--- src/logic/economy_params.svh ---
`ifndef ECONOMY_PARAMS_SVH
`define ECONOMY_PARAMS_SVH

// money and purse
`define ECON_MONEY_W    15      // holds the top cap of 4000
`define ECON_PURSE_MAX  7

// --------------------
// unit buttons
`define ECON_UNIT_TYPES 8
`define ECON_UNIT_W     3

// --------------------
// command buffer
`define ECON_FIFO_DEPTH 4
`define ECON_FIFO_AW    2

`endif

--- src/logic/command_pkg.sv ---
`include "economy_params.svh"

package command_pkg;

    // opcodes carried on both wishbone links
    typedef enum logic [1:0] {
        CMD_NONE          = 2'd0,   // empty read
        CMD_BUY_UNIT      = 2'd1,
        CMD_UPGRADE_PURSE = 2'd2
    } cmd_op_e;

    // one per screen button from button 0 up
    typedef enum logic [`ECON_UNIT_W-1:0] {
        killer_bird = 3'd0,
        white_bear  = 3'd1,
        metal_duck  = 3'd2,
        black_bear  = 3'd3,
        gold_eagle  = 3'd4,
        iron_ram    = 3'd5,
        storm_wolf  = 3'd6,
        fire_dragon = 3'd7
    } unit_type_e;

    typedef struct packed {
        cmd_op_e    op;
        unit_type_e unit;     // ignored for upgrades
    } cmd_word_t;

endpackage

--- src/logic/economy_pkg.sv ---
`include "economy_params.svh"

package economy_pkg;

    typedef enum logic [1:0] {
        ST_IDLE   = 2'd0,
        ST_FETCH  = 2'd1,
        ST_APPLY  = 2'd2,
        ST_INCOME = 2'd3
    } econ_state_e;

    typedef logic [`ECON_MONEY_W-1:0]                 money_t;
    typedef logic [$clog2(`ECON_PURSE_MAX + 1)-1:0]   purse_level_t;

    // --------------------
    // price tables
    function automatic money_t unit_cost(command_pkg::unit_type_e t);
        case (t)
            command_pkg::killer_bird: return money_t'(50);
            command_pkg::white_bear:  return money_t'(100);
            command_pkg::metal_duck:  return money_t'(150);
            command_pkg::black_bear:  return money_t'(200);
            command_pkg::gold_eagle:  return money_t'(300);
            command_pkg::iron_ram:    return money_t'(400);
            command_pkg::storm_wolf:  return money_t'(500);
            default:                  return money_t'(750);
        endcase
    endfunction

    function automatic money_t purse_upgrade_cost(purse_level_t lvl);
        return money_t'(40 * (lvl + 1));
    endfunction

    function automatic money_t purse_cap(purse_level_t lvl);
        return money_t'(500 * (lvl + 1));
    endfunction

    // income per game tick
    function automatic money_t purse_income(purse_level_t lvl);
        case (lvl)
            3'd0:       return money_t'(1);
            3'd1, 3'd2: return money_t'(2);
            3'd3:       return money_t'(3);
            3'd4:       return money_t'(4);
            default:    return money_t'(5);
        endcase
    endfunction

endpackage

--- src/logic/click_encoder.sv ---
`include "economy_params.svh"

module click_encoder (
    input  logic                       clk_25MHz,
    input  logic                       rst,
    input  logic [`ECON_UNIT_TYPES-1:0] buy_click,
    input  logic                       upgrade_click,
    output logic                       wr_cyc,
    output logic                       wr_stb,
    output logic                       wr_we,
    output command_pkg::cmd_word_t     wr_dat,
    input  logic                       wr_ack
);
    import command_pkg::*;

    logic                        upgrade_req;
    logic [`ECON_UNIT_TYPES-1:0] buy_req;
    logic                        wr_open;
    logic                        sel_upgrade;   // request bit owned by the open write
    logic [`ECON_UNIT_TYPES-1:0] sel_buy;
    logic [`ECON_UNIT_TYPES-1:0] lowest_buy;
    cmd_word_t                   next_cmd;

    assign wr_cyc = wr_open;
    assign wr_stb = wr_open;
    assign wr_we  = wr_open;    // write-only master

    // pick upgrade first, then lowest buy
    always_comb begin
        lowest_buy    = buy_req & (~buy_req + 1'b1);
        next_cmd.op   = upgrade_req ? CMD_UPGRADE_PURSE : CMD_BUY_UNIT;
        next_cmd.unit = killer_bird;
        for (int i = `ECON_UNIT_TYPES - 1; i >= 0; i--) begin
            if (buy_req[i])
                next_cmd.unit = unit_type_e'(i);
        end
    end

    // --------------------
    // sticky requests and write cycle
    always_ff @(posedge clk_25MHz or posedge rst) begin
        if (rst) begin
            upgrade_req <= 1'b0;
            buy_req     <= '0;
            wr_open     <= 1'b0;
        end else begin
            upgrade_req <= upgrade_click | (upgrade_req & ~(wr_ack & sel_upgrade));
            buy_req     <= buy_click | (buy_req & ~(wr_ack ? sel_buy : '0));
            if (wr_open) begin
                if (wr_ack)
                    wr_open <= 1'b0;    // drop stb after ack
            end else if (upgrade_req || buy_req != '0) begin
                wr_open <= 1'b1;
            end
        end
    end

    // data held steady while the write is open
    always_ff @(posedge clk_25MHz) begin
        if (!wr_open) begin
            wr_dat      <= next_cmd;
            sel_upgrade <= upgrade_req;
            sel_buy     <= upgrade_req ? '0 : lowest_buy;
        end
    end

endmodule

--- src/logic/command_fifo.sv ---
`include "economy_params.svh"

module command_fifo (
    input  logic                   clk_25MHz,
    input  logic                   rst,
    input  logic                   wr_cyc,
    input  logic                   wr_stb,
    input  logic                   wr_we,
    input  command_pkg::cmd_word_t wr_dat,
    output logic                   wr_ack,
    input  logic                   rd_cyc,
    input  logic                   rd_stb,
    output command_pkg::cmd_word_t rd_dat,
    output logic                   rd_ack
);
    import command_pkg::*;

    cmd_word_t                mem [`ECON_FIFO_DEPTH];
    logic [`ECON_FIFO_AW-1:0] wr_ptr;
    logic [`ECON_FIFO_AW-1:0] rd_ptr;
    logic [`ECON_FIFO_AW:0]   count;
    logic                     full;
    logic                     push;
    logic                     pop;
    logic                     rd_req;

    assign full   = (count == `ECON_FIFO_DEPTH);
    assign push   = wr_cyc && wr_stb && wr_we && !wr_ack && !full;  // held off while full
    assign rd_req = rd_cyc && rd_stb && !rd_ack;
    assign pop    = rd_req && count != '0;

    // --------------------
    // pointers and acks
    always_ff @(posedge clk_25MHz or posedge rst) begin
        if (rst) begin
            wr_ptr <= '0;
            rd_ptr <= '0;
            count  <= '0;
            wr_ack <= 1'b0;
            rd_ack <= 1'b0;
        end else begin
            wr_ack <= push;
            rd_ack <= rd_req;   // reads never stall
            if (push)
                wr_ptr <= wr_ptr + 1'b1;
            if (pop)
                rd_ptr <= rd_ptr + 1'b1;
            count <= count + push - pop;
        end
    end

    // storage and read data
    always_ff @(posedge clk_25MHz) begin
        if (push)
            mem[wr_ptr] <= wr_dat;
        if (pop) begin
            rd_dat <= mem[rd_ptr];
        end else if (rd_req) begin
            rd_dat.op   <= CMD_NONE;    // empty
            rd_dat.unit <= killer_bird;
        end
    end

endmodule

--- src/logic/game_economy.sv ---
`include "economy_params.svh"

module game_economy (
    input  logic                       clk_25MHz,
    input  logic                       rst,
    input  logic                       game_init,
    input  logic                       tick,
    input  logic [`ECON_UNIT_TYPES-1:0] buy_click,
    input  logic                       upgrade_click,
    output economy_pkg::money_t        money,
    output economy_pkg::purse_level_t  purse_level,
    output logic                       able_to_upgrade,
    output logic                       spawn_valid,
    output command_pkg::unit_type_e    spawn_type
);
    import command_pkg::*;

    // write link
    logic      wr_cyc;
    logic      wr_stb;
    logic      wr_we;
    cmd_word_t wr_dat;
    logic      wr_ack;

    // read link
    logic      rd_cyc;
    logic      rd_stb;
    cmd_word_t rd_dat;
    logic      rd_ack;

    click_encoder i_click_encoder (
        .clk_25MHz     (clk_25MHz),
        .rst           (rst),
        .buy_click     (buy_click),
        .upgrade_click (upgrade_click),
        .wr_cyc        (wr_cyc),
        .wr_stb        (wr_stb),
        .wr_we         (wr_we),
        .wr_dat        (wr_dat),
        .wr_ack        (wr_ack)
    );

    command_fifo i_command_fifo (
        .clk_25MHz (clk_25MHz),
        .rst       (rst),
        .wr_cyc    (wr_cyc),
        .wr_stb    (wr_stb),
        .wr_we     (wr_we),
        .wr_dat    (wr_dat),
        .wr_ack    (wr_ack),
        .rd_cyc    (rd_cyc),
        .rd_stb    (rd_stb),
        .rd_dat    (rd_dat),
        .rd_ack    (rd_ack)
    );

    purse_controller i_purse_controller (
        .clk_25MHz       (clk_25MHz),
        .rst             (rst),
        .game_init       (game_init),
        .tick            (tick),
        .rd_cyc          (rd_cyc),
        .rd_stb          (rd_stb),
        .rd_dat          (rd_dat),
        .rd_ack          (rd_ack),
        .money           (money),
        .purse_level     (purse_level),
        .able_to_upgrade (able_to_upgrade),
        .spawn_valid     (spawn_valid),
        .spawn_type      (spawn_type)
    );

endmodule

--- src/logic/purse_controller.sv ---
`include "economy_params.svh"

module purse_controller (
    input  logic                       clk_25MHz,
    input  logic                       rst,
    input  logic                       game_init,
    input  logic                       tick,
    output logic                       rd_cyc,
    output logic                       rd_stb,
    input  command_pkg::cmd_word_t     rd_dat,
    input  logic                       rd_ack,
    output economy_pkg::money_t        money,
    output economy_pkg::purse_level_t  purse_level,
    output logic                       able_to_upgrade,
    output logic                       spawn_valid,
    output command_pkg::unit_type_e    spawn_type
);
    import command_pkg::*;
    import economy_pkg::*;

    econ_state_e             state;
    econ_state_e             next_state;
    money_t                  next_money;
    purse_level_t            next_level;
    logic                    tick_pend;
    logic                    next_tick_pend;
    logic                    spawn_now;
    cmd_word_t               cmd_q;
    money_t                  unit_price;
    money_t                  upgrade_price;
    money_t                  cap;
    logic [`ECON_MONEY_W:0]  income_sum;    // one spare bit
    logic                    at_top;

    assign unit_price    = unit_cost(cmd_q.unit);
    assign upgrade_price = purse_upgrade_cost(purse_level);
    assign cap           = purse_cap(purse_level);
    assign income_sum    = money + purse_income(purse_level);
    assign at_top        = (purse_level == purse_level_t'(`ECON_PURSE_MAX));

    assign able_to_upgrade = (money >= upgrade_price) && !at_top;

    // read strobe only while fetching
    assign rd_cyc = (state == ST_FETCH);
    assign rd_stb = (state == ST_FETCH);

    // --------------------
    // command loop
    always_comb begin
        next_state     = state;
        next_money     = money;
        next_level     = purse_level;
        next_tick_pend = tick_pend | tick;
        spawn_now      = 1'b0;

        case (state)
            ST_IDLE: begin
                next_state = tick_pend ? ST_INCOME : ST_FETCH;
            end
            ST_FETCH: begin
                if (rd_ack)
                    next_state = ST_APPLY;
            end
            ST_APPLY: begin
                next_state = ST_IDLE;
                case (cmd_q.op)
                    CMD_BUY_UNIT: begin
                        if (unit_price <= money) begin
                            next_money = money - unit_price;
                            spawn_now  = 1'b1;
                        end     // else dropped for lack of money
                    end
                    CMD_UPGRADE_PURSE: begin
                        if (!at_top && upgrade_price <= money) begin
                            next_money = money - upgrade_price;
                            next_level = purse_level + 1'b1;
                        end
                    end
                    default: ;  // empty fetch
                endcase
            end
            ST_INCOME: begin
                next_state     = ST_IDLE;
                next_tick_pend = tick;      // a fresh tick is kept
                if (income_sum > {1'b0, cap})
                    next_money = cap;
                else
                    next_money = income_sum[`ECON_MONEY_W-1:0];
            end
            default: next_state = ST_IDLE;
        endcase

        // new game
        if (game_init) begin
            next_money     = '0;
            next_level     = '0;
            next_tick_pend = 1'b0;
        end
    end

    // --------------------
    always_ff @(posedge clk_25MHz or posedge rst) begin
        if (rst) begin
            state       <= ST_IDLE;
            money       <= '0;
            purse_level <= '0;
            tick_pend   <= 1'b0;
            spawn_valid <= 1'b0;
        end else begin
            state       <= next_state;
            money       <= next_money;
            purse_level <= next_level;
            tick_pend   <= next_tick_pend;
            spawn_valid <= spawn_now;
        end
    end

    always_ff @(posedge clk_25MHz) begin
        if (state == ST_FETCH && rd_ack)
            cmd_q <= rd_dat;
        if (spawn_now)
            spawn_type <= cmd_q.unit;
    end

endmodule

--- config.mk ---
export PLATFORM = sky130hd
export DESIGN_NAME = game_economy
export DESIGN_NICKNAME = d
export VERILOG_FILES = /design/src/logic/command_pkg.sv /design/src/logic/economy_pkg.sv /design/src/logic/click_encoder.sv /design/src/logic/command_fifo.sv /design/src/logic/game_economy.sv /design/src/logic/purse_controller.sv
export VERILOG_INCLUDE_DIRS = /design/src /design/src/logic
export SDC_FILE = /design/constraint.sdc
export NUM_CORES = 1
export LEC_CHECK = 0
export ABC_AREA = 1
export CAP_MARGIN = 0
export CORE_MARGIN = 5
export CORE_UTILIZATION = 45
export CTS_CLUSTER_SIZE = 10
export DETAILED_ROUTE_END_ITERATION = 8
export DONT_BUFFER_PORTS = 1
export GPL_ROUTABILITY_DRIVEN = 0
export PLACE_DENSITY = 0.64
export SLEW_MARGIN = 30
export SYNTH_ARGS = -nofsm -noshare
export SYNTH_HDL_FRONTEND = slang
export SYNTH_SLANG_ARGS = --single-unit
--- constraint.sdc ---
create_clock -name clk_25MHz -period 4.47 [get_ports clk_25MHz]
set_input_delay 0.2235 -clock clk_25MHz [delete_from_list [all_inputs] [get_ports clk_25MHz]]
set_output_delay 0.2235 -clock clk_25MHz [all_outputs]
set_load 0.03 [all_outputs]
==> flow_summary.json <==
{
  "postSynthNetCount": 934,
  "io_pins": 36,
  "cp_max_fo": 7,
  "core.rowCount": 44,
  "syn_avg_cell_area_sq_um": 7.702,
  "switching_share_pct": 50.05,
  "total_switching_power_mw": 2.690,
  "min_delay_worst_endpoint": "i_purse_controller.tick_pend",
  "insertion_delay_ns": 0.35,
  "final_common_cell": "sky130_fd_sc_hd__nand2_1",
  "fp.dieW_um": 130.5,
  "filler_instances": 1350,
  "route.final.wire_length_um": 16620,
  "fp.coreArea_sq_um": 14370,
  "timing.fmax_mhz": 229.9,
  "ys_types": 38,
  "utilization_pct": 52.01,
  "drc_errors": 0,
  "power.share.clock_pct": 14.4,
  "yosys_warn_count": 0,
  "internal_mw": 2.686,
  "vdd.ir_drop.worst_v": 0.0003490,
  "criticalPathCategory": "flip-flop to flip-flop",
  "drt_iter0_drc": 564,
  "clock_tree_from_tritoncts": "yes",
  "final_critical_path_setup_slack_ns": 0.1206,
  "clock-sinks": 87,
  "pwr_density_cell_nw_per_um2": 719.4,
  "grt_pass1_wl_um": 26800,
  "worst_setup_path_end_kind": "flip-flop",
  "outcome": "finished, final reports clean",
  "post_synth_instance_area_sq_um": 6531,
  "worst_hold_path_type": "input pin to flip-flop",
  "number_of_buffers_created_by_cts": 9,
  "clock_transition_time_at_the_flip_flop_clock_pins_of_the_worst_setup_and_hold_paths_ns": 0.08,
  "initial_antenna_violation_count": 0,
  "actual_slew_at_the_worst_max_slew_pin_ns": 0.7912,
  "power.sequential.fraction_pct": 30.2,
  "synth.yosys.seq_area_share_pct": 36.86,
  "clock-root-buffer": "sky130_fd_sc_hd__clkbuf_16",
  "leakage_nw": 3.564,
  "critical_path.reg2reg.startpoint": "i_purse_controller.purse_level[1]",
  "place.detailed.hpwl_um": 12540,
  "setup.worst_path.start": "i_purse_controller.purse_level[1]",
  "worstHoldStart": "tick",
  "slew_headroom_pct": 46.80,
  "drt_pass1_iterations": 5,
  "r2r.worst_path.cells": 22,
  "final_net_count": 962,
  "timing.critical_path.max_delay_family": "adder cells",
  "cts-root-to-sink-buffers": 2,
  "critPathMaxStageDelay_ns": 0.57,
  "total_of_flip_flops_plus_latches_after_synthesis": 87,
  "setup_violations": 0,
  "critical-path-slowest-cell": "sky130_fd_sc_hd__fa_2",
  "viasPerCell": 5.302,
  "startpoint_type": "flip-flop",
  "port_buffers": 0,
  "postPlaceCellArea_sq_um": 6840,
  "drv.max_cap_violation_count": 0,
  "layout-drive-gt1-share_pct": 10.78,
  "most-common-layout-cells": "182 x sky130_fd_sc_hd__nand2_1, 123 x sky130_fd_sc_hd__inv_1, 97 x sky130_fd_sc_hd__nor2_1, 68 x sky130_fd_sc_hd__nand3_1, 56 x sky130_fd_sc_hd__ha_1",
  "first_global_vias": 5316,
  "grt_start_max_net_pins": 42,
  "combinational_fraction_of_design_power_pct": 55.3,
  "worstPathBufferInverterCount": 0,
  "route.detailed.wl_per_inst_um": 15.61,
  "r2r_slack_ns": 0.12,
  "die-area_sq_um": 17020,
  "slew_viol_final": 0,
  "holdPathStages": 2,
  "critical_path_arrival_ns": 4.59,
  "antenna_violating_nets_post_route": 0,
  "setup_total_negative_slack_ns": 0,
  "setup_repair_after_global_routing_missed_its_margin": "true",
  "syn-instance-count": 848,
  "cts_htree_levels": 3,
  "cp_cell_sequence": "ha_4 -> ha_4 -> fa_2 -> fa_1 -> ha_4 -> a21oi_2 -> nand3b_1 -> nand3_1 -> nand2_1 -> nand2_1 -> ha_1 -> a21o_1 -> nor2_1 -> nand3_2 -> nand2_1 -> nand2_2 -> nand2_4 -> nand2_2 -> nand2_1 -> nand3_1 -> nand3_1 -> nand2_1",
  "initial_utilization_pct": 45.45,
  "globalRoute.totalOverflow": 0,
  "finalWorstPathRequiredPeriod_ns": 4.349,
  "finalHoldViolCount": 0,
  "cp_common_cell": "sky130_fd_sc_hd__nand2_1",
  "syn2layout_area_growth_pct": 14.43,
  "finalClockSkew_ns": 0.006567,
  "dr_total_vias": 5647,
  "gr-usage-all-layers_pct": 20.23,
  "worstReg2RegEnd": "i_purse_controller.money[10]",
  "worst_ep_required_time_ns": 4.71,
  "ys_dominant_reg_cell": "sky130_fd_sc_hd__edfxtp_1",
  "pre_cts_slack_ns": -0.02864,
  "ys_async_sr_fraction_pct": 47.13,
  "fin_crit_sh_pct": 97.30,
  "number_of_flops_mapped_to_enable_cells_by_yosys": 46,
  "layout.cell_area.non_filler_sq_um": 7473,
  "antenna_cells": 0,
  "chipHeight_um": 130.5
}
[cells by family (layout without fill, tap and decap cells)]
logic type               after synthesis  after routing  share of synthesized area, %
XOR/XNOR                              30             30                         4.023
AND/OR/NAND/NOR                      407            408                         26.61
adder cells (fa/ha/maj)               73             73                         15.25
flip-flops                            87             87                         36.86
buffers and inverters                151            183                         8.965
AO/OA/AOI/OAI                        100            100                         8.295
[state kept, by name (all words and copies together), names as in the netlist]
signal / flops
i_click_encoder.wr_cyc: 1
i_command_fifo.mem: 20
i_purse_controller.purse_level: 3
i_purse_controller.spawn_type: 3
i_purse_controller.cmd_q: 5
i_purse_controller.spawn_valid: 1
i_command_fifo.rd_dat: 5
i_purse_controller.tick_pend: 1
i_click_encoder.upgrade_req: 1
i_purse_controller.money: 15
i_click_encoder.sel_upgrade: 1
i_purse_controller.state: 2
i_command_fifo.rd_ptr: 2
i_command_fifo.wr_ack: 1
i_click_encoder.buy_req: 8
i_command_fifo.rd_ack: 1
i_click_encoder.wr_dat: 4
i_command_fifo.count: 3
i_command_fifo.wr_ptr: 2
i_click_encoder.sel_buy: 8
[repair_timing]
item | CTS | global route
endpoints found under the setup margin | 13 | 14
cloned | 0 | 2
buffers inserted | 4 | 3
hold buffers | 11 | 0
gates resized for setup | 3 | 31
pin swaps | 2 | 18
hold endpoints to repair | 51 | 0
[worst max path at each step]
stage               slack (ns)  depth (start not counted)                      endpoint
global placement          0.05                         21  i_purse_controller.money[12]
finish                    0.12                         22  i_purse_controller.money[10]
CTS                       0.01                         26   i_purse_controller.money[6]
global route             -0.08                         26   i_purse_controller.money[4]
detailed placement       -0.03                         26  i_purse_controller.money[11]
floorplan                 0.04                         27  i_purse_controller.money[12]
[cell type report]
| cell class | count | area, sq um | share of cell area, % |
|---|---|---|---|
| repair buffers | 34 | 290.3 | 3.884 |
| inverters | 133 | 503.0 | 6.730 |
| flip-flops and latches | 87 | 2411 | 32.26 |
| well taps | 184 | 230.2 | 3.081 |
| clock buffers | 9 | 225.2 | 3.014 |
| clock inverters | 7 | 78.83 | 1.055 |
| multi-input cells | 611 | 3735 | 49.97 |
[per-layer routing]
| layer | vias to the layer above | global-route usage (%) | part of all wire [%] | routed length, um |
|---|---|---|---|---|
| met5 | - | 0 | 0 | 0 |
| li1 | 2824 | - | - | - |
| met3 | 28 | 4.106 | 5.8 | 966 |
| met2 | 168 | 32.26 | 46 | 7598 |
| met4 | 0 | 6.110 | 2.3 | 386 |
| met1 | 2627 | 28.01 | 46 | 7669 |
[stage by stage]
stage | hold WS (ns) | instances | power [mW]
2_1_floorplan | 0.3158 | 848 | 3.641
3_3_place_gp | 0.2976 | 1029 | 4.330
3_5_place_dp | 0.2997 | 1029 | 4.355
4_1_cts | 0.007887 | 1060 | 5.180
5_1_grt | 0.06155 | 1065 | 5.858
6_report | 0.01081 | 1065 | 5.376
[worst reg2reg max path, stage by stage, from the launching register on]
cell	delay, ns
sky130_fd_sc_hd__dfrtp_2	0.45
sky130_fd_sc_hd__ha_4	0.19
sky130_fd_sc_hd__ha_4	0.26
sky130_fd_sc_hd__fa_2	0.57
sky130_fd_sc_hd__fa_1	0.46
sky130_fd_sc_hd__ha_4	0.29
sky130_fd_sc_hd__a21oi_2	0.17
sky130_fd_sc_hd__nand3b_1	0.16
sky130_fd_sc_hd__nand3_1	0.09
sky130_fd_sc_hd__nand2_1	0.07
sky130_fd_sc_hd__nand2_1	0.08
sky130_fd_sc_hd__ha_1	0.33
sky130_fd_sc_hd__a21o_1	0.19
sky130_fd_sc_hd__nor2_1	0.14
sky130_fd_sc_hd__nand3_2	0.09
sky130_fd_sc_hd__nand2_1	0.07
sky130_fd_sc_hd__nand2_2	0.06
sky130_fd_sc_hd__nand2_4	0.11
sky130_fd_sc_hd__nand2_2	0.13
sky130_fd_sc_hd__nand2_1	0.12
sky130_fd_sc_hd__nand3_1	0.07
sky130_fd_sc_hd__nand3_1	0.08
sky130_fd_sc_hd__nand2_1	0.05
[power groups by stage]
| stage | Combinational [mW] | Sequential, mW | Clock, mW |
|---|---|---|---|
| detailed placement | 2.72 | 1.64 | 0 |
| global route | 3.37 | 1.66 | 0.826 |
| finish | 2.98 | 1.63 | 0.775 |
| global placement | 2.69 | 1.64 | 0 |
| floorplan | 2.18 | 1.46 | 0 |
| CTS | 2.77 | 1.62 | 0.787 |
[synthesized netlist by cell type, drive strengths merged, types with 9 or more instances]
cell,number,area (sq um)
nand3,74,375.4
dfrtp,41,1026
clkbuf,9,33.78
xnor2,10,87.58
nand2,189,714.4
or2,10,62.56
a21oi,46,230.2
inv,133,499.2
fa,11,220.2
ha,62,775.7
nand4,17,106.4
nor2,102,390.4
edfxtp,46,1381
xor2,20,175.2
o21ai,37,185.2
nor3,10,55.05
buf,9,52.55
Power figures use the tool's default switching activity.
